File: src/tinker_defines.svh
// Tinker core architectural widths and constants
`ifndef TINKER_DEFINES_SVH
`define TINKER_DEFINES_SVH

// ------------------------------
// Datapath widths
// ------------------------------
`define TK_XLEN     64                      // Data and address width
`define TK_INSN_W   32                      // Instruction word width
`define TK_REG_AW   5                       // Register index width
`define TK_NREGS    32                      // Architectural registers
`define TK_IMM_W    12                      // Raw literal width

// ------------------------------
// Program counter
// ------------------------------
`define TK_RESET_PC 64'h0000_0000_0000_2000 // First fetch address
`define TK_PC_STEP  64'd4                   // Sequential advance

`endif
File: src/tinker_pkg.sv
// Tinker core shared types for opcodes, FSM states and instruction word
`include "tinker_defines.svh"

package tinker_pkg;

    // ------------------------------
    // Opcodes
    // ------------------------------
    typedef enum logic [4:0] {
        OP_AND   = 5'b00000,                // rd = rs & rt
        OP_OR    = 5'b00001,
        OP_XOR   = 5'b00010,
        OP_NOT   = 5'b00011,                // rd = ~rs
        OP_SHR   = 5'b00100,                // Logical right
        OP_SHL   = 5'b00110,
        OP_SHLI  = 5'b00111,
        OP_BR    = 5'b01000,                // Absolute jump to rd
        OP_BRR_R = 5'b01001,                // pc + rd
        OP_BRR_L = 5'b01010,                // pc + L
        OP_BRNZ  = 5'b01011,
        OP_BRGT  = 5'b01110,                // Signed compare
        OP_LOAD  = 5'b10000,                // rd = mem[rs + L]
        OP_MOV_R = 5'b10001,
        OP_MOV_L = 5'b10010,
        OP_STORE = 5'b10011,                // mem[rd + L] = rs
        OP_ADD   = 5'b11000,
        OP_ADDI  = 5'b11001,
        OP_SUB   = 5'b11010,
        OP_SUBI  = 5'b11011,
        OP_HALT  = 5'b11111
    } tk_opcode_e;

    // ------------------------------
    // Control FSM states
    // ------------------------------
    typedef enum logic [2:0] {
        S_FETCH,
        S_DECODE,
        S_EXECUTE,
        S_MEMORY,
        S_WRITEBACK,
        S_HALTED                            // Sticky until reset
    } tk_state_e;

    // ------------------------------
    // Instruction word
    // ------------------------------
    typedef struct packed {
        tk_opcode_e             opcode;
        logic [`TK_REG_AW-1:0]  rd;
        logic [`TK_REG_AW-1:0]  rs;
        logic [`TK_REG_AW-1:0]  rt;
        logic [`TK_IMM_W-1:0]   unused;     // Ignored in register form
    } tk_insn_reg_t;

    typedef struct packed {
        tk_opcode_e             opcode;
        logic [`TK_REG_AW-1:0]  rd;
        logic [`TK_REG_AW-1:0]  rs;
        logic [`TK_REG_AW-1:0]  unused;     // rt slot, ignored
        logic [`TK_IMM_W-1:0]   lit;        // Signed literal
    } tk_insn_lit_t;

    // Same 32 bits, two decodings
    typedef union packed {
        tk_insn_reg_t r;
        tk_insn_lit_t l;
    } tk_insn_u;

endpackage

File: src/tinker_branch.sv
// Tinker branch unit, evaluates conditions and produces the next PC
`timescale 1ns/1ps
`include "tinker_defines.svh"

module tinker_branch import tinker_pkg::*; (
    input  tk_opcode_e          opcode,
    input  logic [`TK_XLEN-1:0] pc,
    input  logic [`TK_XLEN-1:0] rd_val,
    input  logic [`TK_XLEN-1:0] rs_val,
    input  logic [`TK_XLEN-1:0] rt_val,
    input  logic [`TK_XLEN-1:0] imm,
    output logic [`TK_XLEN-1:0] next_pc,
    output logic                is_branch
);

    logic [`TK_XLEN-1:0] seq_pc;
    logic [`TK_XLEN-1:0] target;
    logic                taken;

    assign seq_pc = pc + `TK_PC_STEP;

    // ------------------------------
    // Target and condition
    // ------------------------------
    always_comb begin
        is_branch = 1'b1;
        taken     = 1'b1;
        target    = rd_val;                 // Absolute forms
        case (opcode)
            OP_BR:    target = rd_val;
            OP_BRR_R: target = pc + rd_val;
            OP_BRR_L: target = pc + imm;
            OP_BRNZ:  taken  = (rs_val != '0);
            OP_BRGT:  taken  = ($signed(rs_val) > $signed(rt_val));
            default: begin
                is_branch = 1'b0;
                taken     = 1'b0;
            end
        endcase
    end

    // Not taken falls through to pc+4
    assign next_pc = taken ? target : seq_pc;

endmodule

File: config.mk
export PLATFORM = sky130hd
export DESIGN_NAME = tinker_branch
export DESIGN_NICKNAME = d
export VERILOG_FILES = /design/src/tinker_pkg.sv /design/src/tinker_branch.sv
export VERILOG_INCLUDE_DIRS = /design/src
export SDC_FILE = /design/constraint.sdc
export NUM_CORES = 1
export LEC_CHECK = 0
export BUFFER_PORTS_ARGS = -buffer_cell sky130_fd_sc_hd__buf_2
export CORE_MARGIN = 2
export CORE_UTILIZATION = 30
export DETAILED_ROUTE_END_ITERATION = 10
export PLACE_DENSITY = 0.61
export SYNTH_ARGS = -nofsm -noshare
export SYNTH_HDL_FRONTEND = slang
export SYNTH_SLANG_ARGS = --single-unit
File: constraint.sdc
create_clock -name vclk -period 5.3
set_input_delay 0.53 -clock vclk [all_inputs]
set_output_delay 0.53 -clock vclk [all_outputs]
set_load 0.01 [all_outputs]
==> out/metrics.yaml <==
grt:
  antenna_found_initial: 2
  grt_max_degree: 83
  overflow: 0
  track_usage_pct: 23.0
  grt_first_pass_wirelength_mm: 57.3
  grt_pass1_vias: 11091
critical_path:
  critPathKind: "input pin to output port"
  worstSetupEndpointType: "output port"
  cp-start-kind: "input pin"
  crit_path_max_fanout: 19
  required_ps: 4770
  arrival_ps: 4450
run:
  max_cap_violations: 0
clock_network:
  post_cts_resized: 0
  cts_hold_buf: 0
  post-cts-setup-buffers: 0
floorplan:
  io_pins: 390
  die_x_um: 173
  start_util_pct: 30.7
  coreArea_sq_um: 28000
  dieArea_sq_um: 30000
  die_h_um: 173
  rows: 61
power:
  p_switching_w: 0.000615
  p_leak_nw: 5.69
  pwr-share-seq_pct: 0
  p_per_area_nw_per_um2: 98.1
  p_int_w: 0.000507
  combPwrFrac_pct: 100.0
  total_power_w: 0.00112
  p_sw_share_pct: 54.8
  clockPowerShare_pct: 0
  max-vdd-ir-drop_v: 0.0000295
sta:
  finalWorstSetupSlack_ps: 319
  setup_violations: 0
  slew_violations: 0
  tns_ps: 0
  hold_viol: 0
  worstMarginPinSlew_ps: 1160
  grt_setup_unrepaired: "false"
  hold_slack_ps: 1410
  slew_headroom_pct: 22.5
  timing.fmax_mhz: 201
  finalCritPeriodShare_pct: 94.0
  period_needed_ps: 4980
logic_synthesis:
  netlist.area_leader.share_pct: 18.6
  ys_top_cells_by_area: "ha_1 19%, mux2_2 8.6%, a21oi_1 7.7%, xor2_1 6.4%, xnor2_1 5.2%"
  yosysWarningCount: 0
  synthesis.nets: 1711
  synth_cell_type_count: 67
  syn_inst: 1257
  netlist_area_sq_um: 8600
  netlist.top_cell.by_area: "ha_1"
  ys_seq_area_share_pct: 0
  avgSynthCellArea_sq_um: 6.84
cells_and_area:
  finish.instance_area_sq_um: 11400
  ff_latch_area_sq_um: 0
  nets: 2117
  syn_to_final_growth_pct: 33.0
  layout_common_cells: "390 x buf_2, 133 x a21oi_1, 128 x ha_1"
  final_common_cell: "buf_2"
  drive_above_1_share_pct: 33.3
  seq_cell_count: 0
  n_fill_cell: 3024
  clkbuf_count: 0
min_path:
  whs_path_depth: 4
  hold_class: "input pin to output port"
  hold_path_startpoint: "pc[0]"
  min_to: "next_pc[0]"
route:
  wl_per_cell_um: 18.0
  drc_errors: 0
  totalWireLength_mm: 36.7
  vias: 11003
  ant_nets: 0
  dr.pass1.iters: 5
  drt_iter0_markers: 606
  vias_per_cell: 5.39
placement:
  dp_hpwl_mm: 32.1
  post-place-ws_ps: 200
  gp_congestion: 0.929
  port_buffers: 390
  placed_cell_area_sq_um: 11400
status:
  status: "finished clean"
-- cells in the mapped netlist, types with 11 or more instances --
library cell,n
inv_1,85
o21ai_0,52
mux2_2,66
a211oi_1,44
mux2i_1,11
a31oi_1,11
nand3_1,44
a21oi_1,133
a21o_1,56
o21bai_1,15
clkbuf_1,44
buf_2,13
a22oi_1,11
o21a_1,13
nor3_1,16
nor2_1,90
xnor2_1,51
nand2_1,108
xor2_1,63
ha_1,128
nor4_1,20
and3_1,19
nand4_1,41
-- critical path: stages --
cell,delay [ps]
buf_2,110
nor3b_2,160
nand2_2,90
buf_12,190
buf_4,200
mux2_2,350
ha_1,340
buf_4,170
a21oi_1,220
o21a_1,150
o21ai_0,60
a221oi_1,430
buf_4,190
a21oi_1,60
a211oi_1,330
buf_4,190
xor2_1,160
nor2_1,80
a211oi_1,200
a21oi_1,80
buf_2,150
-- cell families (layout without fill, tap and decap cells) --
group | count (synthesis) | in the layout | synth area share, %
compound gates | 399 | 399 | 30.1
simple gates | 392 | 392 | 22.7
buf+inv | 144 | 548 | 6.56
fa+ha+maj | 129 | 129 | 18.8
xor+xnor | 114 | 114 | 11.6
mux | 79 | 79 | 10.2
other cells | 0 | 2 | 0
-- layer usage --
layer,share of wire (%),wire length [um],vias to the layer above,global-route usage [%]
li1,-,-,5479,-
met1,42,15400,5020,27.6
met2,48,17800,430,42.0
met3,5.9,2160,74,2.35
met4,3.8,1410,0,8.51
met5,0,0,-,0
-- worst max-delay path by stage --
stage | from | slack, ps | endpoint
2_1_floorplan | opcode[4] | 440 | next_pc[60]
3_3_place_gp | opcode[4] | 180 | next_pc[62]
3_5_place_dp | opcode[4] | 200 | next_pc[60]
4_1_cts | opcode[4] | 180 | next_pc[60]
5_1_grt | opcode[1] | 50 | next_pc[53]
6_report | opcode[3] | 320 | next_pc[44]
-- power groups by stage --
stage	combinational (W)	clock [W]	sequential, W
2_1_floorplan	0.000651	0	0
3_3_place_gp	0.00110	0	0
3_5_place_dp	0.00111	0	0
4_1_cts	0.00111	0	0
5_1_grt	0.00124	0.0000000000507	0
6_report	0.00112	0.0000000000510	0
-- metrics by stage --
step / util (%) / std cells
5_1_grt: 40.8 / 2041
3_3_place_gp: 40.7 / 2039
2_1_floorplan: - / 1257
3_5_place_dp: 40.7 / 2039
4_1_cts: 40.7 / 2039
6_report: 40.8 / 2041
-- cell type report --
class,instances,area [sq um],area share [%]
Multi-Input combinational cell,1113,8080,70.6
Timing Repair Buffer,463,2560,22.4
Tap cell,378,473,4.13
Inverter,85,319,2.79
Antenna cell,2,5.00,0.0437
No activity file was read; power rests on OpenSTA's default activity.
