==> src/tinker_defines.svh <==
// Tinker core architectural widths and constants
`ifndef TINKER_DEFINES_SVH
`define TINKER_DEFINES_SVH

// ------------------------------
// Datapath widths
// ------------------------------
`define TK_XLEN     64                      // Data and address width
`define TK_INSN_W   32                      // Instruction word width
`define TK_REG_AW   5                       // Register index width
`define TK_NREGS    32                      // Architectural registers
`define TK_IMM_W    12                      // Raw literal width

// ------------------------------
// Program counter
// ------------------------------
`define TK_RESET_PC 64'h0000_0000_0000_2000 // First fetch address
`define TK_PC_STEP  64'd4                   // Sequential advance

`endif
==> src/tinker_pkg.sv <==
// Tinker core shared types for opcodes, FSM states and instruction word
`include "tinker_defines.svh"

package tinker_pkg;

    // ------------------------------
    // Opcodes
    // ------------------------------
    typedef enum logic [4:0] {
        OP_AND   = 5'b00000,                // rd = rs & rt
        OP_OR    = 5'b00001,
        OP_XOR   = 5'b00010,
        OP_NOT   = 5'b00011,                // rd = ~rs
        OP_SHR   = 5'b00100,                // Logical right
        OP_SHL   = 5'b00110,
        OP_SHLI  = 5'b00111,
        OP_BR    = 5'b01000,                // Absolute jump to rd
        OP_BRR_R = 5'b01001,                // pc + rd
        OP_BRR_L = 5'b01010,                // pc + L
        OP_BRNZ  = 5'b01011,
        OP_BRGT  = 5'b01110,                // Signed compare
        OP_LOAD  = 5'b10000,                // rd = mem[rs + L]
        OP_MOV_R = 5'b10001,
        OP_MOV_L = 5'b10010,
        OP_STORE = 5'b10011,                // mem[rd + L] = rs
        OP_ADD   = 5'b11000,
        OP_ADDI  = 5'b11001,
        OP_SUB   = 5'b11010,
        OP_SUBI  = 5'b11011,
        OP_HALT  = 5'b11111
    } tk_opcode_e;

    // ------------------------------
    // Control FSM states
    // ------------------------------
    typedef enum logic [2:0] {
        S_FETCH,
        S_DECODE,
        S_EXECUTE,
        S_MEMORY,
        S_WRITEBACK,
        S_HALTED                            // Sticky until reset
    } tk_state_e;

    // ------------------------------
    // Instruction word
    // ------------------------------
    typedef struct packed {
        tk_opcode_e             opcode;
        logic [`TK_REG_AW-1:0]  rd;
        logic [`TK_REG_AW-1:0]  rs;
        logic [`TK_REG_AW-1:0]  rt;
        logic [`TK_IMM_W-1:0]   unused;     // Ignored in register form
    } tk_insn_reg_t;

    typedef struct packed {
        tk_opcode_e             opcode;
        logic [`TK_REG_AW-1:0]  rd;
        logic [`TK_REG_AW-1:0]  rs;
        logic [`TK_REG_AW-1:0]  unused;     // rt slot, ignored
        logic [`TK_IMM_W-1:0]   lit;        // Signed literal
    } tk_insn_lit_t;

    // Same 32 bits, two decodings
    typedef union packed {
        tk_insn_reg_t r;
        tk_insn_lit_t l;
    } tk_insn_u;

endpackage

==> src/tinker_control.sv <==
// Tinker control FSM, sequences each instruction and drives all enables
`timescale 1ns/1ps

module tinker_control import tinker_pkg::*; (
    input  logic       clk,
    input  logic       reset,
    input  tk_opcode_e opcode,
    input  logic       is_branch,
    output logic       ir_write,
    output logic       pc_write,
    output logic       reg_write,
    output logic       wb_load,
    output logic       alu_latch,
    output logic       mdr_latch,
    output logic       fetch_sel,
    output logic       mem_rd,
    output logic       mem_wr,
    output logic       hlt
);

    tk_state_e state;
    tk_state_e state_next;
    logic      armed;                       // Set by first clock after reset
    logic      op_load;
    logic      op_store;
    logic      op_mem;
    logic      op_no_wb;

    // ------------------------------
    // Opcode classes
    // ------------------------------
    assign op_load  = (opcode == OP_LOAD);
    assign op_store = (opcode == OP_STORE);
    assign op_mem   = op_load | op_store;   // Needs S_MEMORY
    assign op_no_wb = op_store | is_branch | (opcode == OP_HALT);

    // Holds the FSM idle in S_FETCH for one edge
    always_ff @(posedge clk or posedge reset) begin
        if (reset) begin
            armed <= 1'b0;
        end else begin
            armed <= 1'b1;
        end
    end

    always_ff @(posedge clk or posedge reset) begin
        if (reset) begin
            state <= S_FETCH;
        end else begin
            state <= state_next;
        end
    end

    // ------------------------------
    // Next state
    // ------------------------------
    always_comb begin
        state_next = state;
        case (state)
            S_FETCH:     state_next = armed ? S_DECODE : S_FETCH;
            S_DECODE:    state_next = (opcode == OP_HALT) ? S_HALTED : S_EXECUTE;
            S_EXECUTE: begin
                if (op_mem) begin
                    state_next = S_MEMORY;
                end else if (is_branch) begin
                    state_next = S_FETCH;   // PC already written
                end else begin
                    state_next = S_WRITEBACK;
                end
            end
            S_MEMORY:    state_next = S_WRITEBACK;
            S_WRITEBACK: state_next = S_FETCH;
            S_HALTED:    state_next = S_HALTED;  // Only reset leaves
            default:     state_next = S_FETCH;
        endcase
    end

    // ------------------------------
    // Per-state enables
    // ------------------------------
    always_comb begin
        ir_write  = 1'b0;
        pc_write  = 1'b0;
        reg_write = 1'b0;
        wb_load   = 1'b0;
        alu_latch = 1'b0;
        mdr_latch = 1'b0;
        fetch_sel = 1'b0;
        mem_rd    = 1'b0;
        mem_wr    = 1'b0;
        hlt       = 1'b0;
        case (state)
            S_FETCH: begin
                ir_write  = armed;          // IR loads at end of fetch
                mem_rd    = armed;
                fetch_sel = armed;
            end
            S_EXECUTE: begin
                alu_latch = 1'b1;
                pc_write  = is_branch;      // Taken or pc+4
            end
            S_MEMORY: begin
                mem_rd    = op_load;
                mdr_latch = op_load;
                mem_wr    = op_store;
            end
            S_WRITEBACK: begin
                reg_write = ~op_no_wb;
                wb_load   = op_load;
                pc_write  = 1'b1;           // Sequential advance
            end
            S_HALTED:    hlt = 1'b1;
            default: begin
            end
        endcase
    end

endmodule

==> config.mk <==
export PLATFORM = sky130hd
export DESIGN_NAME = tinker_control
export DESIGN_NICKNAME = d
export VERILOG_FILES = /design/src/tinker_pkg.sv /design/src/tinker_control.sv
export VERILOG_INCLUDE_DIRS = /design/src
export SDC_FILE = /design/constraint.sdc
export NUM_CORES = 1
export LEC_CHECK = 0
export BUFFER_PORTS_ARGS = -buffer_cell sky130_fd_sc_hd__buf_2
export CAP_MARGIN = 20
export CORE_AREA = 3 3 40 42
export DETAILED_ROUTE_END_ITERATION = 10
export DIE_AREA = 0 0 43 45
export PLACE_DENSITY_LB_ADDON = 0.15
export SYNTH_ARGS = -nofsm -noshare
export SYNTH_HDL_FRONTEND = slang
export SYNTH_SLANG_ARGS = --single-unit
==> constraint.sdc <==
create_clock -name clk -period 1.7 [get_ports clk]
set_clock_uncertainty 0.05 [all_clocks]
set_input_delay 0 -clock clk [delete_from_list [all_inputs] [get_ports clk]]
set_output_delay 0 -clock clk [all_outputs]
set_load 0.01 [all_outputs]
==> flow_summary_export.csv <==
group,metric,value,unit
run_status,status,"finished clean",
route,viasPerCell,4.61,
die,fp.dieH,45,microns
logic_synthesis,async_flop_share,100,%
cells_and_area,final_util,36.7,%
logic_synthesis,synth_warnings,0,
timing,slew_viol_final,0,
clock_tree,cts.clk_slew.worst_paths,0.04,ns
die,initial_core_util,27.3,%
logic_synthesis,syn-mean-instance-area,7.62,sq um
worst_setup_path,worstPathArrival,1.36,ns
place,place_ws,0.525,ns
clock_tree,cts.hold.buffers_added,1,
pwr,power_frac_seq,31.4,%
worst_setup_path,startpoint_type,"register",
timing,fin_crit,1.41,ns
clock_tree,post_cts_resized,0,
place,place_hpwl,687,microns
cells_and_area,synthToLayoutAreaGrowth,34.6,%
timing,timing.fmax,0.711,GHz
logic_synthesis,syn_inst,46,
clock_tree,cts_buffers,3,
worst_setup_path,r2r_end,"state[0]",
timing,setup-tns-final,0,ns
job,cap_violations,0,
die,dieArea,1940,sq um
pwr,combPwrFrac,50.3,%
die,rows,13,
die,fp.dieW,43,microns
route,drc_errors,0,
cells_and_area,drive_above_1_share,38.5,%
logic_synthesis,yosysTopAreaCellShare,28.6,%
worst_setup_path,cpPeakStageDelay,0.47,ns
timing,finalSetupViolations,0,
worst_setup_path,cp.required,1.65,ns
pwr,power.clock.fraction,18.3,%
route,ant_nets,0,
route,dr.pass1.iters,2,
cells_and_area,num-nets-final,75,
logic_synthesis,yosysTopAreaCell,"dfrtp_1",
place,placed_cell_area,439,sq um
place,dp.cells,76,
pwr,swShare,43.3,%
place,gp_congestion,0.678,
timing,layout_setup_ws,0.293,ns
route,routed_wl,806,microns
global_route,antenna_found_initial,0,
worst_setup_path,r2r_start,"state[0]",
route,routedWlPerCell,10.1,microns
clock_tree,root_buffer,"clkbuf_4",
logic_synthesis,synth_edf_count,0,
pwr,ir_drop,0.665,mV
hold_path,whs_path_depth,4,
worst_setup_path,critPathCaptureType,"output pin",
logic_synthesis,synth-seq-area-share,28.6,%
pwr,p_int,350,uW
pwr,p_per_area,1310,nW/um^2
cells_and_area,final_cells,80,
timing,rsz0062_at_grt,"no",
global_route,grtUsageTotal,9.36,%
logic_synthesis,synth_area,350,sq um
logic_synthesis,synth_ff_type,"dfrtp_1",
hold_path,hold_class,"in -> reg",
logic_synthesis,synth_common_cells,"7 x nand2_1, 7 x nor2_1, 4 x dfrtp_1, 4 x nand3_1, 3 x a21oi_1",
worst_setup_path,path_class,"reg -> out",
global_route,grt_pass1_vias,338,
worst_setup_path,path_max_fanout,9,
cells_and_area,final_area,472,sq um
global_route,grt-ovfl-total,0,
pwr,p_leak,0.000236,uW
clock_tree,insertion_delay,0.23,ns
die,core-area,1280,sq um
worst_setup_path,r2r_slack,0.63,ns
hold_path,hold_start,"opcode[2]",
die,io_pins,18,
logic_synthesis,syn_nets,54,
cells_and_area,antenna_cells,0,
hold_path,min_to,"state[1]",
global_route,grt_max_degree,10,
logic_synthesis,synth-seq-cells,4,
worst_setup_path,path_cells,"nor2_1 -> nand2_1 -> nor4b_2 -> buf_2",
timing,period_share,82.7,%
clock_tree,post_cts_buffers,0,
logic_synthesis,synth_cell_type_count,23,
clock_tree,cts_sinks,4,
logic_synthesis,ys_top_cells_by_area,"dfrtp_1 29%, nand2_1 7.5%, nor2_1 7.5%",
place,numPortBuffers,17,
pwr,switching_power,267,uW
global_route,grt_pass1_wl,1.32,mm
clock_tree,ctsLongestPathBuffers,2,
worst_setup_path,r2r.worst_path.cells,3,
clock_tree,htreeDepth,1,
route,first_iter_violations,6,
timing,hold_viol,0,
route,vias,369,
clock_tree,cts_tree,"built",
worst_setup_path,cp_slowest_cell,"dfrtp_1",
==> per-layer routing <==
metal  up-vias  GRT usage (%)  wire length (microns)  share of wire, %
li1        193              -                      -                 -
met1       165           9.98                    346                43
met2        11           16.2                    389                48
met3         0           1.99                     70               8.7
met4         0           7.23                      0                 0
met5         -              0                      0                 0
==> critical path: cells and delay by family (launching register included) <==
kind,cells,cell delay (ns)
flops,1,0.47
buf+inv,1,0.16
simple gates,3,0.49
==> layout make-up <==
type	count	area, sq um
multi-input cells	37	224
inverters	3	11.3
clock buffers	3	22.5
fillers	154	813
well taps	15	18.8
repair buffers	18	95.1
flip-flops and latches	4	100
==> registers in the layout (all words and copies together) (netlist names) <==
signal and flops:
armed 1, state 3
==> worst max path at each step <==
stage,to,startpoint,cells past startpoint
3_5_place_dp,reg_write,state[0],4
5_1_grt,reg_write,state[0],4
6_report,reg_write,state[0],4
4_1_cts,reg_write,state[0],4
3_3_place_gp,reg_write,state[0],4
2_1_floorplan,state[1],state[0],4
==> power groups by stage <==
| stage | Clock (uW) | Sequential (uW) | Combinational (uW) |
|---|---|---|---|
| after CTS | 121 | 192 | 315 |
| after detailed placement | 0 | 194 | 312 |
| after global placement | 0 | 196 | 317 |
| after floorplan | 0 | 164 | 253 |
| after global routing | 126 | 203 | 353 |
| final | 113 | 194 | 310 |
==> cell usage in the layout, fill, tap and decap left out, drive strengths merged <==
cell / Yosys / routed
o211ai: 1 / 1
nor3b: 2 / 2
nand3: 4 / 4
conb: 1 / 1
nand2b: 2 / 2
nand2: 7 / 7
o31ai: 1 / 1
o21a: 1 / 1
o21ai: 2 / 2
buf: 2 / 17
o211a: 1 / 1
a21oi: 3 / 3
inv: 3 / 3
nor4b: 1 / 1
and2: 1 / 1
xnor2: 1 / 1
nor2: 7 / 7
dfrtp: 4 / 4
nor2b: 1 / 1
dlygate4sd3: 0 / 1
clkbuf: 0 / 3
nand4b: 1 / 1
==> per-stage QoR <==
stage | power (uW) | hold slack [ns]
5_1_grt | 682 | 0.0923
4_1_cts | 628 | 0.0745
3_5_place_dp | 507 | -0.166
6_report | 618 | 0.0845
2_1_floorplan | 417 | -0.284
3_3_place_gp | 513 | -0.165
==> cell families (layout without fill, tap and decap cells) <==
| logic type | count (synthesis) | count (layout) | share of synthesized area, % |
|---|---|---|---|
| and+or+nand+nor | 26 | 26 | 43.9 |
| AOI/OAI and AO/OA | 9 | 9 | 16.4 |
| buffers and inverters | 5 | 24 | 7.50 |
| DFF | 4 | 4 | 28.6 |
| other | 1 | 1 | 1.07 |
| xor gates and xnor gates | 1 | 1 | 2.50 |
Power figures use the tool's default switching activity.
