$ cat src/tinker_defines.svh
// Tinker core architectural widths and constants
`ifndef TINKER_DEFINES_SVH
`define TINKER_DEFINES_SVH

// ------------------------------
// Datapath widths
// ------------------------------
`define TK_XLEN     64                      // Data and address width
`define TK_INSN_W   32                      // Instruction word width
`define TK_REG_AW   5                       // Register index width
`define TK_NREGS    32                      // Architectural registers
`define TK_IMM_W    12                      // Raw literal width

// ------------------------------
// Program counter
// ------------------------------
`define TK_RESET_PC 64'h0000_0000_0000_2000 // First fetch address
`define TK_PC_STEP  64'd4                   // Sequential advance

`endif
$ cat src/tinker_pkg.sv
// Tinker core shared types for opcodes, FSM states and instruction word
`include "tinker_defines.svh"

package tinker_pkg;

    // ------------------------------
    // Opcodes
    // ------------------------------
    typedef enum logic [4:0] {
        OP_AND   = 5'b00000,                // rd = rs & rt
        OP_OR    = 5'b00001,
        OP_XOR   = 5'b00010,
        OP_NOT   = 5'b00011,                // rd = ~rs
        OP_SHR   = 5'b00100,                // Logical right
        OP_SHL   = 5'b00110,
        OP_SHLI  = 5'b00111,
        OP_BR    = 5'b01000,                // Absolute jump to rd
        OP_BRR_R = 5'b01001,                // pc + rd
        OP_BRR_L = 5'b01010,                // pc + L
        OP_BRNZ  = 5'b01011,
        OP_BRGT  = 5'b01110,                // Signed compare
        OP_LOAD  = 5'b10000,                // rd = mem[rs + L]
        OP_MOV_R = 5'b10001,
        OP_MOV_L = 5'b10010,
        OP_STORE = 5'b10011,                // mem[rd + L] = rs
        OP_ADD   = 5'b11000,
        OP_ADDI  = 5'b11001,
        OP_SUB   = 5'b11010,
        OP_SUBI  = 5'b11011,
        OP_HALT  = 5'b11111
    } tk_opcode_e;

    // ------------------------------
    // Control FSM states
    // ------------------------------
    typedef enum logic [2:0] {
        S_FETCH,
        S_DECODE,
        S_EXECUTE,
        S_MEMORY,
        S_WRITEBACK,
        S_HALTED                            // Sticky until reset
    } tk_state_e;

    // ------------------------------
    // Instruction word
    // ------------------------------
    typedef struct packed {
        tk_opcode_e             opcode;
        logic [`TK_REG_AW-1:0]  rd;
        logic [`TK_REG_AW-1:0]  rs;
        logic [`TK_REG_AW-1:0]  rt;
        logic [`TK_IMM_W-1:0]   unused;     // Ignored in register form
    } tk_insn_reg_t;

    typedef struct packed {
        tk_opcode_e             opcode;
        logic [`TK_REG_AW-1:0]  rd;
        logic [`TK_REG_AW-1:0]  rs;
        logic [`TK_REG_AW-1:0]  unused;     // rt slot, ignored
        logic [`TK_IMM_W-1:0]   lit;        // Signed literal
    } tk_insn_lit_t;

    // Same 32 bits, two decodings
    typedef union packed {
        tk_insn_reg_t r;
        tk_insn_lit_t l;
    } tk_insn_u;

endpackage

$ cat src/tinker_lsu.sv
// Tinker load/store unit, address and store data plus memory data register
`timescale 1ns/1ps
`include "tinker_defines.svh"

module tinker_lsu import tinker_pkg::*; (
    input  logic                clk,
    input  logic                reset,
    input  logic                fetch_sel,
    input  logic                mdr_latch,
    input  tk_opcode_e          opcode,
    input  logic [`TK_XLEN-1:0] pc,
    input  logic [`TK_XLEN-1:0] rd_val,
    input  logic [`TK_XLEN-1:0] rs_val,
    input  logic [`TK_XLEN-1:0] imm,
    input  logic [`TK_XLEN-1:0] mem_rdata,
    output logic [`TK_XLEN-1:0] mem_addr,
    output logic [`TK_XLEN-1:0] mem_wdata,
    output logic [`TK_XLEN-1:0] load_data
);

    logic [`TK_XLEN-1:0] base;
    logic [`TK_XLEN-1:0] data_addr;

    // ------------------------------
    // Address path
    // ------------------------------
    assign base      = (opcode == OP_STORE) ? rd_val : rs_val;  // Store uses rd
    assign data_addr = base + imm;
    assign mem_addr  = fetch_sel ? pc : data_addr;              // Instruction fetch
    assign mem_wdata = rs_val;

    // Memory data register
    always_ff @(posedge clk or posedge reset) begin
        if (reset) begin
            load_data <= '0;
        end else if (mdr_latch) begin
            load_data <= mem_rdata;         // End of S_MEMORY
        end
    end

endmodule

$ cat config.mk
export PLATFORM = sky130hd
export DESIGN_NAME = tinker_lsu
export DESIGN_NICKNAME = d
export VERILOG_FILES = /design/src/tinker_pkg.sv /design/src/tinker_lsu.sv
export VERILOG_INCLUDE_DIRS = /design/src
export SDC_FILE = /design/constraint.sdc
export NUM_CORES = 1
export LEC_CHECK = 0
export BUFFER_PORTS_ARGS = -buffer_cell sky130_fd_sc_hd__buf_4
export CORE_AREA = 3 3 201 203
export CTS_CLUSTER_SIZE = 28
export DETAILED_ROUTE_END_ITERATION = 10
export DIE_AREA = 0 0 204 206
export PLACE_DENSITY_LB_ADDON = 0.15
export SLEW_MARGIN = 0
export SYNTH_ARGS = -nofsm -noshare
export SYNTH_HDL_FRONTEND = slang
export SYNTH_SLANG_ARGS = --single-unit
$ cat constraint.sdc
create_clock -name clk -period 15 [get_ports clk]
set_input_delay 3 -clock clk [delete_from_list [all_inputs] [get_ports clk]]
set_output_delay 3 -clock clk [all_outputs]
set_load 0.02 [all_outputs]
==> flow_summary_export.csv, run 1 <==
group,metric,value,unit
timing,finalSetupTns,0,ps
global_route,grt_pass1_wl,55.0,mm
global_route,grt_overflow,0,
worst_setup_path,required,12000,ps
placed_design,dpl.hpwl,32.9,mm
placed_design,portBuffers,520,
die,rows,72,
timing,rsz0062_at_grt,"false",
logic_synthesis,yosysUniqueCellTypes,64,
layout,largest_reg_flops,64,
placed_design,post-place-ws,4540,ps
drt,num_vias,8934,
timing,finalWorstSetupSlack,4700,ps
logic_synthesis,yosys.area_share.simple,13.1,%
drt,firstDrtPassIters,5,
layout,top_regs,"load_data: 64 flops",
logic_synthesis,synth_top_area_share,19.8,%
worst_setup_path,crit_type,"in2out",
clock_network,cts_setup_buffers,0,
logic_synthesis,synthArstFlopShare,100,%
worst_hold_path,hold_path_startpoint,"load_data[29]$_DFFE_PP0P_",
timing,min_period,10300,ps
logic_synthesis,synth-edff-count,0,
timing,fmax,97.1,MHz
logic_synthesis,postSynthNetCount,1388,
clock_network,cts_tree,"built",
clock_network,cts_resized,0,
layout,nets,1811,
clock_network,cts_buffer_depth,2,
timing,relSlewSlack,45.0,%
logic_synthesis,synthTopCellsByCount,"nand2_1 (129), mux2_2 (128), a21oi_1 (93)",
drt,ant_nets,0,
clock_network,root_buffer,"clkbuf_16",
logic_synthesis,synthFlopType,"dfrtp_1",
clock_network,clk_pin_slew,60,ps
logic_synthesis,synth_top_area_cell,"dfrtp_1",
worst_setup_path,crit_fanout,35,
die,core,38600,µm²
die,start_util,20.9,%
logic_synthesis,ys_seq_elements,64,
die,ios,521,
die,die_y,206,µm
layout,synthToLayoutAreaGrowth,52.2,%
drt,finalWirelength,38.0,mm
die,die_area,42000,µm²
pwr,leakagePower,0.00579,µW
timing,drv_slew,0,
die,dieWidth,204,µm
clock_network,clock_sinks,64,
logic_synthesis,synth_compound_area_share,21.6,%
logic_synthesis,synth.most_common_cell,"nand2_1",
pwr,p_per_area,73.8,nW/µm²
logic_synthesis,syn_inst,989,
timing,setup_viol,0,
logic_synthesis,synthXorXnorAreaFrac,6.51,%
layout,num_antenna_cells,0,
worst_setup_path,crit_path_end_kind,"primary output",
job,cap_viol_max_count,0,
logic_synthesis,synth_fa_ha_area_share,10.9,%
timing,fin_skew,0,ps
drt,wl_per_cell,19.6,µm
global_route,grt_pass1_vias,9157,
layout,drive_gt1_share,48.1,%
worst_setup_path,cp-start-kind,"primary input",
global_route,grt.total_usage,17.0,%
timing,whs,506,ps
pwr,irDropWorstVdd,0.0000926,V
logic_synthesis,post_synth.cell_area_avg,8.16,µm²
worst_setup_path,arrival,7300,ps
placed_design,dp_cells,1919,
layout,fillers,4199,
layout,largest_register,"load_data",
global_route,grt_max_degree,81,
drt,drt_iter0_markers,398,
timing,worst_slew_pin_slew,825,ps
pwr,finalPower,906,µW
logic_synthesis,synth_area_leaders,"dfrtp_1 (20%), mux2_2 (18%), ha_1 (11%)",
drt,viasPerCell,4.62,
layout,fin_cells,1935,
logic_synthesis,ys_seq_area_share,19.8,%
timing,fin_crit_sh,68.7,%
logic_synthesis,synthMuxAreaShare,18.3,%
logic_synthesis,syn_area,8070,µm²
timing,hold_viol_final,0,
logic_synthesis,synth_top_family_by_area,"compound AO/OA/AOI/OAI gates",
logic_synthesis,yosysWarnings,0,
clock_network,cts_hold_buf,0,
clock_network,cts.htree.levels,3,
placed_design,gp_congestion,0.845,
drt,drc_errors,0,
worst_hold_path,hold_class,"reg2reg",
clock_network,clk_latency,330,ps
global_route,antenna_found_initial,0,
clock_network,numCtsBuffers,9,
worst_setup_path,startpoint,"opcode[3]",
status,status,"completed",
worst_setup_path,r2r-start,"load_data[61]$_DFFE_PP0P_",
[cell usage in the layout (no fill, tap or decap), types with 5 or more instances in the layout]
cell type    n
buf_4      524
nand2_1    129
mux2_2     128
a21oi_1     93
o21ai_0     92
ha_1        69
dfrtp_1     64
xnor2_1     34
nor2_1      31
inv_1       28
nand4_1     27
xor2_1      26
o21bai_1    17
nor3_1      13
o21a_1      13
a21o_1      10
o211ai_1     9
clkbuf_16    9
o21ai_1      7
nor2b_1      6
or3_1        5
nor4_1       5
o31ai_1      5
[layout make-up]
cell class	instances	area, µm²	area share, %
flip-flops and latches	64	1600	13.0
clock inverters	7	72.6	0.591
multi-input cells	783	5690	46.3
inverters	30	113	0.917
well taps	518	648	5.28
repair buffers	524	3930	32.0
clock buffers	9	225	1.83
[kinds of logic after synthesis]
logic type / Yosys count
AO/OA/AOI/OAI: 288
XOR/XNOR: 60
adder cells (fa/ha/maj): 70
buffers and inverters: 142
flip-flops: 64
multiplexers: 131
AND/OR/NAND/NOR: 234
[stage by stage]
| step | cell area, µm² | util (%) |
|---|---|---|
| 2_1_floorplan | 8070 | - |
| 3_3_place_gp | 12000 | 31.0 |
| 3_5_place_dp | 12000 | 31.0 |
| 4_1_cts | 12300 | 31.8 |
| 5_1_grt | 12300 | 31.8 |
| 6_report | 12300 | 31.8 |
[critical path, stage by stage]
cell       delay [ps]
buf_4              80
nor2_1             30
nand4_1            80
buf_4             380
buf_4             500
mux2_2            400
ha_1              340
a21o_1            210
a31o_2            230
o2111ai_1         290
a211oi_2          170
a31oi_2           440
o311ai_4          230
a311oi_1          330
xor2_1            210
o21ai_1            90
buf_4             190
[report_power, final]
part           switching, µW  leakage, µW  internal [µW]  total [µW]
clock network           80.9     0.000141            128         209
registers               9.85     0.000748            190         200
logic                    273      0.00490            224         497
total                    364      0.00579            542         906
[routing by layer]
layer	routed length [µm]	part of all wire (%)	vias to the layer above	track usage, %
li1	-	-	4358	-
met1	15600	41	4171	21.1
met2	19000	50	384	30.7
met3	2990	7.9	21	3.58
met4	473	1.2	0	3.29
met5	0	0	-	0
[worst paths after layout]
kind,to,slack (ps),cells after the start
setup / recovery,mem_addr[59],4700,17
hold / removal,load_data[29]$_DFFE_PP0P_,510,1
setup reg to reg,load_data[61]$_DFFE_PP0P_,14200,1
hold reg to reg,load_data[29]$_DFFE_PP0P_,510,1
max in group asynchronous,load_data[54]$_DFFE_PP0P_,11540,3
min in group asynchronous,load_data[24]$_DFFE_PP0P_,2900,3
Power figures use the tool's default switching activity.
==> inputs of run 2 (changes only) <==
Clock period 15 ns to 8.58 ns, I/O delays scaled along.
==> run 2 against run 1 <==
  * Power rose by 75%
  * Largest power group unchanged
  * Sequential power rose by 75%
  * Sequential share of layout area barely moved
  * Register-to-register slack got worse by 6400 ps
  * Final cell count barely moved
  * Combinational power rose by 75%
  * Critical path type unchanged
  * Non-clock buffer count fell by 1
  * Utilization barely moved
  * Clock power rose by 76%
  * Setup slack got worse by 3500 ps
  * Die area did not move
==> flow_summary_export.csv, run 2 (synthesized netlist as in run 1, its figures left out) <==
group,metric,value,unit
layout,fin_area,12300,µm²
clock_network,root_buffer,"clkbuf_16",
clock_network,cts.htree.levels,3,
worst_hold_path,hold_class,"reg2reg",
timing,finalWorstSetupSlack,1240,ps
drt,ant_nets,0,
placed_design,dp_cells,1918,
worst_setup_path,r2r_end,"load_data[58]$_DFFE_PP0P_",
clock_network,cts_buffer_depth,2,
clock_network,numCtsBuffers,9,
timing,drv_slew,0,
die,start_util,20.9,%
worst_hold_path,min_to,"load_data[27]$_DFFE_PP0P_",
worst_setup_path,r2r-start,"load_data[58]$_DFFE_PP0P_",
layout,nets,1810,
timing,min_period,7340,ps
worst_setup_path,crit_path_end_kind,"primary output",
global_route,grt_max_degree,85,
worst_setup_path,rr_worst_depth,1,
worst_setup_path,r2r_slack,7790,ps
placed_design,dpl.hpwl,32.6,mm
drt,viasPerCell,4.61,
timing,fin_crit_sh,85.5,%
clock_network,clk_latency,330,ps
global_route,grt.total_usage,16.9,%
worst_hold_path,hold_path_startpoint,"load_data[27]$_DFFE_PP0P_",
timing,relSlewSlack,44.4,%
drt,finalWirelength,37.8,mm
placed_design,postPlaceCellArea,12000,µm²
worst_setup_path,crit_fanout,64,
worst_setup_path,required,6860,ps
placed_design,post-place-ws,1280,ps
clock_network,cts_setup_buffers,0,
pwr,p_per_area,129,nW/µm²
layout,layout.cells.most_common,"buf_4",
placed_design,gp_congestion,0.821,
timing,setup_viol,0,
layout,fin_cells,1936,
layout,largest_reg_flops,64,
job,cap_viol_max_count,0,
timing,whs,506,ps
worst_hold_path,hold_depth,1,
die,ios,521,
layout,final_cell_mix,"buf_4 (522), nand2_1 (129), mux2_2 (128)",
die,core,38600,µm²
pwr,irDropWorstVdd,0.000177,V
clock_network,clock_sinks,64,
timing,fmax,136,MHz
die,rows,72,
layout,top_regs,"load_data: 64 flops",
timing,fin_skew,0,ps
timing,finalSetupTns,0,ps
drt,firstDrtPassIters,5,
worst_setup_path,arrival,5620,ps
timing,worst_slew_pin_slew,834,ps
pwr,leakagePower,0.00579,µW
global_route,grt_pass1_wl,54.9,mm
layout,synthToLayoutAreaGrowth,52.4,%
placed_design,portBuffers,520,
drt,num_vias,8931,
worst_setup_path,crit_type,"in2out",
drt,drc_errors,0,
die,die_area,42000,µm²
clock_network,cts_tree,"built",
status,status,"completed",
global_route,grt_overflow,0,
drt,wl_per_cell,19.5,µm
worst_setup_path,cp-start-kind,"primary input",
timing,rsz0062_at_grt,"false",
global_route,grt_pass1_vias,9217,
global_route,antenna_found_initial,3,
drt,drt_iter0_markers,420,
die,die_y,206,µm
layout,drive_gt1_share,48.0,%
clock_network,clk_pin_slew,50,ps
layout,largest_register,"load_data",
die,dieWidth,204,µm
timing,hold_viol_final,0,
clock_network,cts_resized,0,
clock_network,cts_hold_buf,0,
-- run 2: cell types whose count changed in the layout (fill, tap and decap cells not counted), sizes merged --
cell	change
clkinv	-1
diode	+2
clkbuf	+2
buf	-1
clkinvlp	-1
-- run 2: worst max-delay path, cell delays in order --
cell and delay, ps:
buf_4 110, nand4_1 140, buf_12 350, mux2_2 400, ha_1 390, nand4_1 250
nor4_1 580, inv_1 90, a2bb2oi_1 160, nand2_1 190, nor2_1 90, o21ai_0 230
xnor2_1 170, o21ai_0 470, buf_4 240
-- run 2: metal layers --
layer	wire, µm	global-route usage (%)	vias up
li1	-	-	4352
met1	15500	20.3	4147
met4	600	4.08	2
met5	13	0	-
met2	18500	30.4	401
met3	3120	4.16	29
-- run 2: worst max path at each step --
stage                   endpoint  depth (start not counted)  startpoint  slack, ps
finish              mem_addr[36]                         15   opcode[4]       1240
global route        mem_addr[58]                         17   opcode[4]        980
CTS                 mem_addr[55]                         15   opcode[4]       1270
detailed placement  mem_addr[55]                         15   opcode[4]       1280
global placement    mem_addr[59]                         15   opcode[4]       1300
floorplan           mem_addr[58]                         17   opcode[3]       1620
-- run 2: report_power, final --
group	switching [µW]	internal [µW]	total, µW	leakage, µW
Clock	136	232	368	0.000146
Combinational	478	391	870	0.00490
Sequential	17.7	332	350	0.000748
-- run 2: area by class of cell --
type	instances	area, µm²
diodes	2	5.00
clock buffers	11	243
clock inverters	5	56.3
fillers	4124	26400
inverters	30	113
multi-input cells	783	5690
flip-flops and latches	64	1600
well taps	518	648
repair buffers	523	3940
-- run 2: through the flow --
stage	utilization, %	power [µW]
5_1_grt	31.8	1690
3_5_place_dp	31.0	1230
3_3_place_gp	31.0	1230
2_1_floorplan	-	847
6_report	31.8	1590
4_1_cts	31.8	1610
