==> src/tinker_defines.svh <==
// Tinker core architectural widths and constants
`ifndef TINKER_DEFINES_SVH
`define TINKER_DEFINES_SVH

// ------------------------------
// Datapath widths
// ------------------------------
`define TK_XLEN     64                      // Data and address width
`define TK_INSN_W   32                      // Instruction word width
`define TK_REG_AW   5                       // Register index width
`define TK_NREGS    32                      // Architectural registers
`define TK_IMM_W    12                      // Raw literal width

// ------------------------------
// Program counter
// ------------------------------
`define TK_RESET_PC 64'h0000_0000_0000_2000 // First fetch address
`define TK_PC_STEP  64'd4                   // Sequential advance

`endif
==> src/tinker_pkg.sv <==
// Tinker core shared types for opcodes, FSM states and instruction word
`include "tinker_defines.svh"

package tinker_pkg;

    // ------------------------------
    // Opcodes
    // ------------------------------
    typedef enum logic [4:0] {
        OP_AND   = 5'b00000,                // rd = rs & rt
        OP_OR    = 5'b00001,
        OP_XOR   = 5'b00010,
        OP_NOT   = 5'b00011,                // rd = ~rs
        OP_SHR   = 5'b00100,                // Logical right
        OP_SHL   = 5'b00110,
        OP_SHLI  = 5'b00111,
        OP_BR    = 5'b01000,                // Absolute jump to rd
        OP_BRR_R = 5'b01001,                // pc + rd
        OP_BRR_L = 5'b01010,                // pc + L
        OP_BRNZ  = 5'b01011,
        OP_BRGT  = 5'b01110,                // Signed compare
        OP_LOAD  = 5'b10000,                // rd = mem[rs + L]
        OP_MOV_R = 5'b10001,
        OP_MOV_L = 5'b10010,
        OP_STORE = 5'b10011,                // mem[rd + L] = rs
        OP_ADD   = 5'b11000,
        OP_ADDI  = 5'b11001,
        OP_SUB   = 5'b11010,
        OP_SUBI  = 5'b11011,
        OP_HALT  = 5'b11111
    } tk_opcode_e;

    // ------------------------------
    // Control FSM states
    // ------------------------------
    typedef enum logic [2:0] {
        S_FETCH,
        S_DECODE,
        S_EXECUTE,
        S_MEMORY,
        S_WRITEBACK,
        S_HALTED                            // Sticky until reset
    } tk_state_e;

    // ------------------------------
    // Instruction word
    // ------------------------------
    typedef struct packed {
        tk_opcode_e             opcode;
        logic [`TK_REG_AW-1:0]  rd;
        logic [`TK_REG_AW-1:0]  rs;
        logic [`TK_REG_AW-1:0]  rt;
        logic [`TK_IMM_W-1:0]   unused;     // Ignored in register form
    } tk_insn_reg_t;

    typedef struct packed {
        tk_opcode_e             opcode;
        logic [`TK_REG_AW-1:0]  rd;
        logic [`TK_REG_AW-1:0]  rs;
        logic [`TK_REG_AW-1:0]  unused;     // rt slot, ignored
        logic [`TK_IMM_W-1:0]   lit;        // Signed literal
    } tk_insn_lit_t;

    // Same 32 bits, two decodings
    typedef union packed {
        tk_insn_reg_t r;
        tk_insn_lit_t l;
    } tk_insn_u;

endpackage

==> src/tinker_fetch.sv <==
// Tinker fetch unit, holds PC and instruction register and splits fields
`timescale 1ns/1ps
`include "tinker_defines.svh"

module tinker_fetch import tinker_pkg::*; (
    input  logic                  clk,
    input  logic                  reset,
    input  logic                  ir_write,
    input  logic                  pc_write,
    input  logic [`TK_XLEN-1:0]   next_pc,
    input  logic [`TK_XLEN-1:0]   mem_rdata,
    output logic [`TK_XLEN-1:0]   pc,
    output tk_opcode_e            opcode,
    output logic [`TK_REG_AW-1:0] rd,
    output logic [`TK_REG_AW-1:0] rs,
    output logic [`TK_REG_AW-1:0] rt,
    output logic [`TK_XLEN-1:0]   imm
);

    tk_insn_u ir;

    always_ff @(posedge clk or posedge reset) begin
        if (reset) begin
            pc <= `TK_RESET_PC;
            ir <= '0;
        end else begin
            if (pc_write) pc <= next_pc;
            if (ir_write) ir <= tk_insn_u'(mem_rdata[`TK_INSN_W-1:0]);  // Low word
        end
    end

    // ------------------------------
    // Field decode
    // ------------------------------
    assign opcode = ir.r.opcode;
    assign rd     = ir.r.rd;
    assign rs     = ir.r.rs;
    assign rt     = ir.r.rt;                // Meaningless in literal forms
    assign imm    = {{(`TK_XLEN-`TK_IMM_W){ir.l.lit[`TK_IMM_W-1]}}, ir.l.lit};

endmodule

==> config.mk <==
export PLATFORM = sky130hd
export DESIGN_NAME = tinker_fetch
export DESIGN_NICKNAME = d
export VERILOG_FILES = /design/src/tinker_pkg.sv /design/src/tinker_fetch.sv
export VERILOG_INCLUDE_DIRS = /design/src
export SDC_FILE = /design/constraint.sdc
export NUM_CORES = 1
export LEC_CHECK = 0
export ABC_CLOCK_PERIOD_IN_PS = 7950
export BUFFER_PORTS_ARGS = -buffer_cell sky130_fd_sc_hd__buf_2
export CORE_AREA = 2 2 109 111
export CTS_CLUSTER_SIZE = 16
export DETAILED_ROUTE_END_ITERATION = 8
export DIE_AREA = 0 0 111 113
export PLACE_DENSITY = 0.76
export SYNTH_ARGS = -nofsm -noshare
export SYNTH_HDL_FRONTEND = slang
export SYNTH_SLANG_ARGS = --single-unit
==> constraint.sdc <==
create_clock -name clk -period 7.95 [get_ports clk]
set_clock_uncertainty 0.2 [all_clocks]
set_input_delay 0 -clock clk [delete_from_list [all_inputs] [get_ports clk]]
set_output_delay 0 -clock clk [all_outputs]
set_load 0.02 [all_outputs]
==> metrics.csv, run 1 <==
metric;value;unit
cts-buffers-inserted;9;
fmax;524;MHz
synthDominantCellAreaShare;0.553;
final_cell_mix;buf_2 (246), dlygate4sd3_1 (97), dfrtp_1 (95);
port_buffers;247;
synth_seq_cells;96;
drt_wl_total;10.4;mm
synth_area_leaders;dfrtp_1 (55%), mux2_4 (22%), buf_4 (9.1%);
path_clk_slew;0.06;ns
worstSetupPathType;reg2out;
diodes;0;
ir_worst_vdd;141;uV
fp-row-count;39;
cp-startpoint;ir[11];
cp_data_required_time;7.75;ns
hold_viol_final;0;
critPathBufInv;1;
rsz0062_at_grt;false;
synth.distinct_cells;8;
grt_pass1_wl;16.7;mm
ant_nets;0;
finalSetupViolCount;0;
layout_min_cycle_time;1.91;ns
tns;0;ns
fp.dieW;111;um
drt-wirelength-per-cell;15.0;um
cp_max_fo;54;
grt_max_degree;65;
fin_cells;696;
synthCells;256;
detail_route.first_pass.iterations;4;
yosys.area.top_type;dfrtp_1;
power_leakage;3.30;nW
drt_iter0_markers;86;
layout_setup_ws;6.04;ns
fp.dieArea;12500;um2
area_growth;49.2;%
drive_gt1_frac;0.653;
via_per_inst;4.29;
final_common_cell;buf_2;
timing.rr.start;ir[11];
fin_util;0.568;
post_dp_cell_area;5160;um2
worst_pin_slew;1.12;ns
nNetsFinal;681;
holdWs;0.0271;ns
maxSlewHeadroom;0.254;
slowest_stage;dfrtp_1;
crit_family;flip-flops;
h-tree-depth;3;
drc;0;
start_util;0.381;
start_kind;flop;
overflow;0;
p_per_area;205;nW/um2
synth_area;4300;um2
antenna_found_initial;0;
gp_congestion;0.741;
cts_sinks;96;
clk_latency;0.33;ns
slowest_delay;1.04;ns
grt.total_usage;0.169;
cap_violations;0;
cts-root-buf;clkbuf_16;
die-height;113;um
vias;2989;
tritoncts;built;
postCtsSetupBuffers;0;
worstSetupEndpointType;primary output;
dpl_worst_slack;6.29;ns
status;finished, final reports clean;
coreArea;11300;um2
fin_crit_sh;0.240;
final_design_area_no_fill;6410;um2
hp-class;in2async;
arrival;1.71;ns
crit_chain;buf_2;
clockBufferDepth;2;
dp.cells;584;
cts-resized-gates;0;
pin_count;280;
maxSlewViolCount;0;
yosys_warnings;0;
grt_pass1_vias;3191;
syn_nets;388;
avgSynthCellArea;16.8;um2
power;1.31;mW
hpwlAfterDp;6.52;mm
ys_seq_area_frac;0.560;
-- path summary, 6_finish.rpt --
check                                to  slack [ns]  depth (start not counted)
worst min register to register    ir[6]        0.30                          1
worst max register to register   ir[11]        6.34                          1
worst max-delay path            imm[40]        6.04                          1
max in group asynchronous        pc[49]        6.41                          4
min in group clk                 ir[24]        0.13                          2
worst min-delay path             pc[44]        0.03                          3
-- repair_timing --
item	4_1_cts	5_1_grt
hold buffers	97	0
endpoints found under the setup margin	0	0
endpoints found under the hold margin	132	0
-- final cells by class --
cell class	count	area [um2]
fillers	850	4860
flip-flops and latches	96	2400
repair buffers	345	2220
multi-input cells	96	1320
clock buffers	10	239
well taps	143	179
clock inverters	5	41.3
inverters	1	6.26
-- state kept, by name, summed over array words and instances (netlist names) --
signal,count
ir,32
pc,64
-- Yosys cell counts --
cell type / instances
dfstp_2: 1
buf_4: 52
buf_12: 6
mux2_2: 32
inv_1: 1
buf_6: 5
mux2_4: 64
dfrtp_1: 95
-- cell families after synthesis --
group	share of synthesized area
multiplexers	0.308
buffers and inverters	0.133
flip-flops	0.560
-- power by group --
| group | switching (mW) | internal (mW) | total (mW) |
|---|---|---|---|
| clock network | 0.183 | 0.221 | 0.404 |
| logic | 0.177 | 0.163 | 0.340 |
| registers | 0.0313 | 0.538 | 0.569 |
-- routing by layer --
metal | track usage | vias to the layer above | part of all wire
li1 | - | 1400 | -
met1 | 0.193 | 1399 | 0.39
met2 | 0.297 | 164 | 0.51
met3 | 0.0434 | 26 | 0.070
met4 | 0.0825 | 0 | 0.032
met5 | 0 | - | 0
No activity file was read; power rests on OpenSTA's default activity.
==> run 2: changes to the inputs <==
--- a/config.mk
+++ b/config.mk
@@ -6,13 +6,13 @@
 export SDC_FILE = /design/constraint.sdc
 export NUM_CORES = 1
 export LEC_CHECK = 0
-export ABC_CLOCK_PERIOD_IN_PS = 7950
+export ABC_CLOCK_PERIOD_IN_PS = 1550
 export BUFFER_PORTS_ARGS = -buffer_cell sky130_fd_sc_hd__buf_2
-export CORE_AREA = 2 2 109 111
+export CORE_MARGIN = 2
+export CORE_UTILIZATION = 38
 export CTS_CLUSTER_SIZE = 16
 export DETAILED_ROUTE_END_ITERATION = 8
-export DIE_AREA = 0 0 111 113
-export PLACE_DENSITY = 0.76
+export PLACE_DENSITY = 0.79
 export SYNTH_ARGS = -nofsm -noshare
 export SYNTH_HDL_FRONTEND = slang
 export SYNTH_SLANG_ARGS = --single-unit
==> constraint.sdc (replaced) <==
create_clock -name clk -period 1.55 [get_ports clk]
set_clock_uncertainty 0.2 [all_clocks]
set_input_delay 0 -clock clk [delete_from_list [all_inputs] [get_ports clk]]
set_output_delay 0 -clock clk [all_outputs]
set_load 0.02 [all_outputs]
==> run 2 against run 1 <==
The run now fails in clock tree synthesis. Synthesized cell count stayed put. Area after synthesis stayed put.
==> metrics.csv, run 2 <==
metric;value;unit;change
die-height;110;um;was 113 um
fp.dieW;110;um;was 111 um
port_buffers;247;;unchanged
yosys.area.top_type;dfrtp_1;;unchanged
yosysMostFrequentCell;dfrtp_1;;unchanged
start_util;0.393;;was 0.381
cts-resized-gates;1;;was 0
postCtsSetupBuffers;0;;unchanged
synthFlopType;dfrtp_1;;unchanged
synthTopCellsByCount;dfrtp_1 (95), mux2_4 (64), buf_4 (52);;unchanged
synth_edf_count;0;;unchanged
cts-root-buf;clkbuf_16;;unchanged
synth_area;4300;um2;unchanged
synth_area_leaders;dfrtp_1 (55%), mux2_4 (22%), buf_4 (9.1%);;unchanged
error_line;[ERROR RSZ-0060] Max buffer count reached.;;
cts_sinks;96;;unchanged
gp_congestion;0.712;;was 0.741
cts-buffers-inserted;9;;unchanged
pin_count;280;;unchanged
avgSynthCellArea;16.8;um2;unchanged
yosys_warnings;0;;unchanged
hpwlAfterDp;6.78;mm;was 6.52 mm
ys_seq_area_frac;0.560;;unchanged
fp-row-count;38;;was 39
synth.distinct_cells;8;;unchanged
failing_step;clock tree synthesis;;
synth_seq_cells;96;;unchanged
synthDominantCellAreaShare;0.553;;unchanged
h-tree-depth;3;;unchanged
cts_hold_buffers;122;;was 97
synthCells;256;;unchanged
ys_async_sr_fraction;1.00;;unchanged
syn_nets;388;;unchanged
status;did not finish;;was finished, final reports clean
clockBufferDepth;2;;unchanged
==> run 2: logic make-up after synthesis <==
| family | count (synthesis) | synth area share |
|---|---|---|
| buffers and inverters | 64 | 0.133 |
| flip-flops | 96 | 0.560 |
| multiplexers | 96 | 0.308 |
==> run 2: through the flow <==
step	utilization	setup WS (ns)	hold slack, ns	instances	instance area (um2)
3_5_place_dp	0.479	0.266	-0.0787	585	5240
2_1_floorplan	-	0.117	-0.0527	256	4300
3_3_place_gp	0.479	0.296	-0.0938	585	5240
==> run 3: changes to the inputs <==
--- a/config.mk
+++ b/config.mk
@@ -6,13 +6,12 @@
 export SDC_FILE = /design/constraint.sdc
 export NUM_CORES = 1
 export LEC_CHECK = 0
-export ABC_CLOCK_PERIOD_IN_PS = 1550
+export ABC_CLOCK_PERIOD_IN_PS = 2020
 export BUFFER_PORTS_ARGS = -buffer_cell sky130_fd_sc_hd__buf_2
 export CORE_MARGIN = 2
-export CORE_UTILIZATION = 38
-export CTS_CLUSTER_SIZE = 16
+export CORE_UTILIZATION = 40
 export DETAILED_ROUTE_END_ITERATION = 8
-export PLACE_DENSITY = 0.79
+export PLACE_DENSITY_LB_ADDON = 0.15
 export SYNTH_ARGS = -nofsm -noshare
 export SYNTH_HDL_FRONTEND = slang
 export SYNTH_SLANG_ARGS = --single-unit
==> constraint.sdc (replaced) <==
create_clock -name clk -period 2.02 [get_ports clk]
set_clock_uncertainty 0.2 [all_clocks]
set_input_delay 0 -clock clk [delete_from_list [all_inputs] [get_ports clk]]
set_output_delay 0 -clock clk [all_outputs]
set_load 0.02 [all_outputs]
==> run 3 against run 2 <==
The flow now finishes without violations.
==> metrics.csv, run 3 (synthesized netlist as in run 1, its figures left out) <==
metric;value;unit;change
status;finished, final reports clean;;was did not finish
clk_latency;0.35;ns;
final_common_cell;buf_2;;
die-height;108;um;was 110 um
pin_count;280;;unchanged
fin_crit_sh;0.819;;
post_dp_cell_area;5200;um2;was 5240 um2
hold_viol_final;0;;
worst_pin_slew;0.749;ns;
postCtsSetupBuffers;0;;unchanged
grt_max_degree;65;;
crit_family;buffers and inverters;;
final_design_area_no_fill;6410;um2;
maxSlewHeadroom;0.501;;
worstSetupEndpointType;asynchronous set/reset pin;;
cts-resized-gates;0;;was 1
gp_congestion;0.686;;was 0.712
tns;0;ns;
power;5.00;mW;
ant_nets;0;;
critPathBufInv;5;;
power_leakage;3.30;nW;
vias;2992;;
layout_min_cycle_time;1.66;ns;
crit_chain;dlygate4sd3_1, buf_2, dlygate4sd3_1, clkinvlp_4, buf_12;;
overflow;0;;
p_per_area;780;nW/um2;
via_per_inst;4.31;;
detail_route.first_pass.iterations;4;;
fin_cells;694;;
fin_util;0.618;;
fp.dieArea;11600;um2;
tritoncts;built;;
fp.dieW;108;um;was 110 um
start_kind;input port;;
fp-row-count;37;;was 38
finalSetupViolCount;0;;
clockBufferDepth;2;;unchanged
h-tree-depth;3;;unchanged
start_util;0.414;;was 0.393
rsz0062_at_grt;false;;
drt-wirelength-per-cell;14.6;um;
dp.cells;580;;was 585
maxSlewViolCount;0;;
fmax;604;MHz;
cts_hold_buffers;98;;was 122
antenna_found_initial;0;;
grt.total_usage;0.172;;
cp_data_required_time;2.29;ns;
cap_violations;0;;
final_cell_mix;buf_2 (246), dlygate4sd3_1 (98), dfrtp_1 (95);;
hp-class;in2reg;;
coreArea;10400;um2;
largest_register_ffs;64;;
arrival;1.92;ns;
grt_pass1_wl;15.5;mm;
drt_wl_total;10.1;mm;
port_buffers;247;;unchanged
diodes;0;;
cts-root-buf;clkbuf_8;;was clkbuf_16
area_growth;49.2;%;
cts-buffers-inserted;9;;unchanged
slowest_delay;0.58;ns;
ir_worst_vdd;372;uV;
drive_gt1_frac;0.652;;
drt_iter0_markers;83;;
nNetsFinal;685;;
drc;0;;
regMostFlops;pc;;
grt_pass1_vias;3168;;
worstSetupPathType;in2async;;
cp_max_fo;60;;
cpMostUsedCell;dlygate4sd3_1;;
slowest_stage;dlygate4sd3_1;;
hpwlAfterDp;6.25;mm;was 6.78 mm
path_clk_slew;0.09;ns;
cts_sinks;96;;unchanged
reg_top3;pc: 64 flops, ir: 32 flops;;
[run 3: final timing paths]
kind,slack (ns),depth (start not counted),endpoint,startpoint
max in group clk,0.57,2,imm[39],ir[11]
worst max-delay path,0.36,5,pc[13],reset
worst max register to register,1.03,1,pc[29],pc[29]
worst min-delay path,0.09,3,pc[15],pc_write
min in group asynchronous,0.57,4,ir[10],reset
worst min register to register,0.31,1,ir[30],ir[30]
[run 3: stage by stage]
| step | setup slack (ns) | hold WS (ns) |
|---|---|---|
| 6_report | 0.365 | 0.0909 |
| 5_1_grt | 0.228 | 0.0858 |
| 4_1_cts | 0.330 | 0.0689 |
| 3_5_place_dp | 0.673 | -0.168 |
| 3_3_place_gp | 0.700 | -0.161 |
| 2_1_floorplan | 0.238 | -0.0527 |
[run 3: routing by layer]
layer / track usage / up-vias / part of all wire
met2: 0.293 / 147 / 0.50
met3: 0.0508 / 19 / 0.084
met5: 0 / - / 0
li1: - / 1406 / -
met4: 0.0723 / 0 / 0.021
met1: 0.201 / 1420 / 0.40
[run 3: power breakdown]
group | internal [mW] | switching, mW | total [mW]
clock | 0.746 | 0.677 | 1.42
sequential | 2.11 | 0.102 | 2.22
combinational | 0.647 | 0.716 | 1.36
total | 3.51 | 1.49 | 5.00
[run 3: final cells by class]
type	count	area (um2)
Fill cell	801	3960
Sequential cell	96	2400
Timing Repair Buffer	349	2270
Multi-Input combinational cell	96	1320
Tap cell	136	170
Clock buffer	11	141
Clock inverter	5	88.8
Inverter	1	7.51
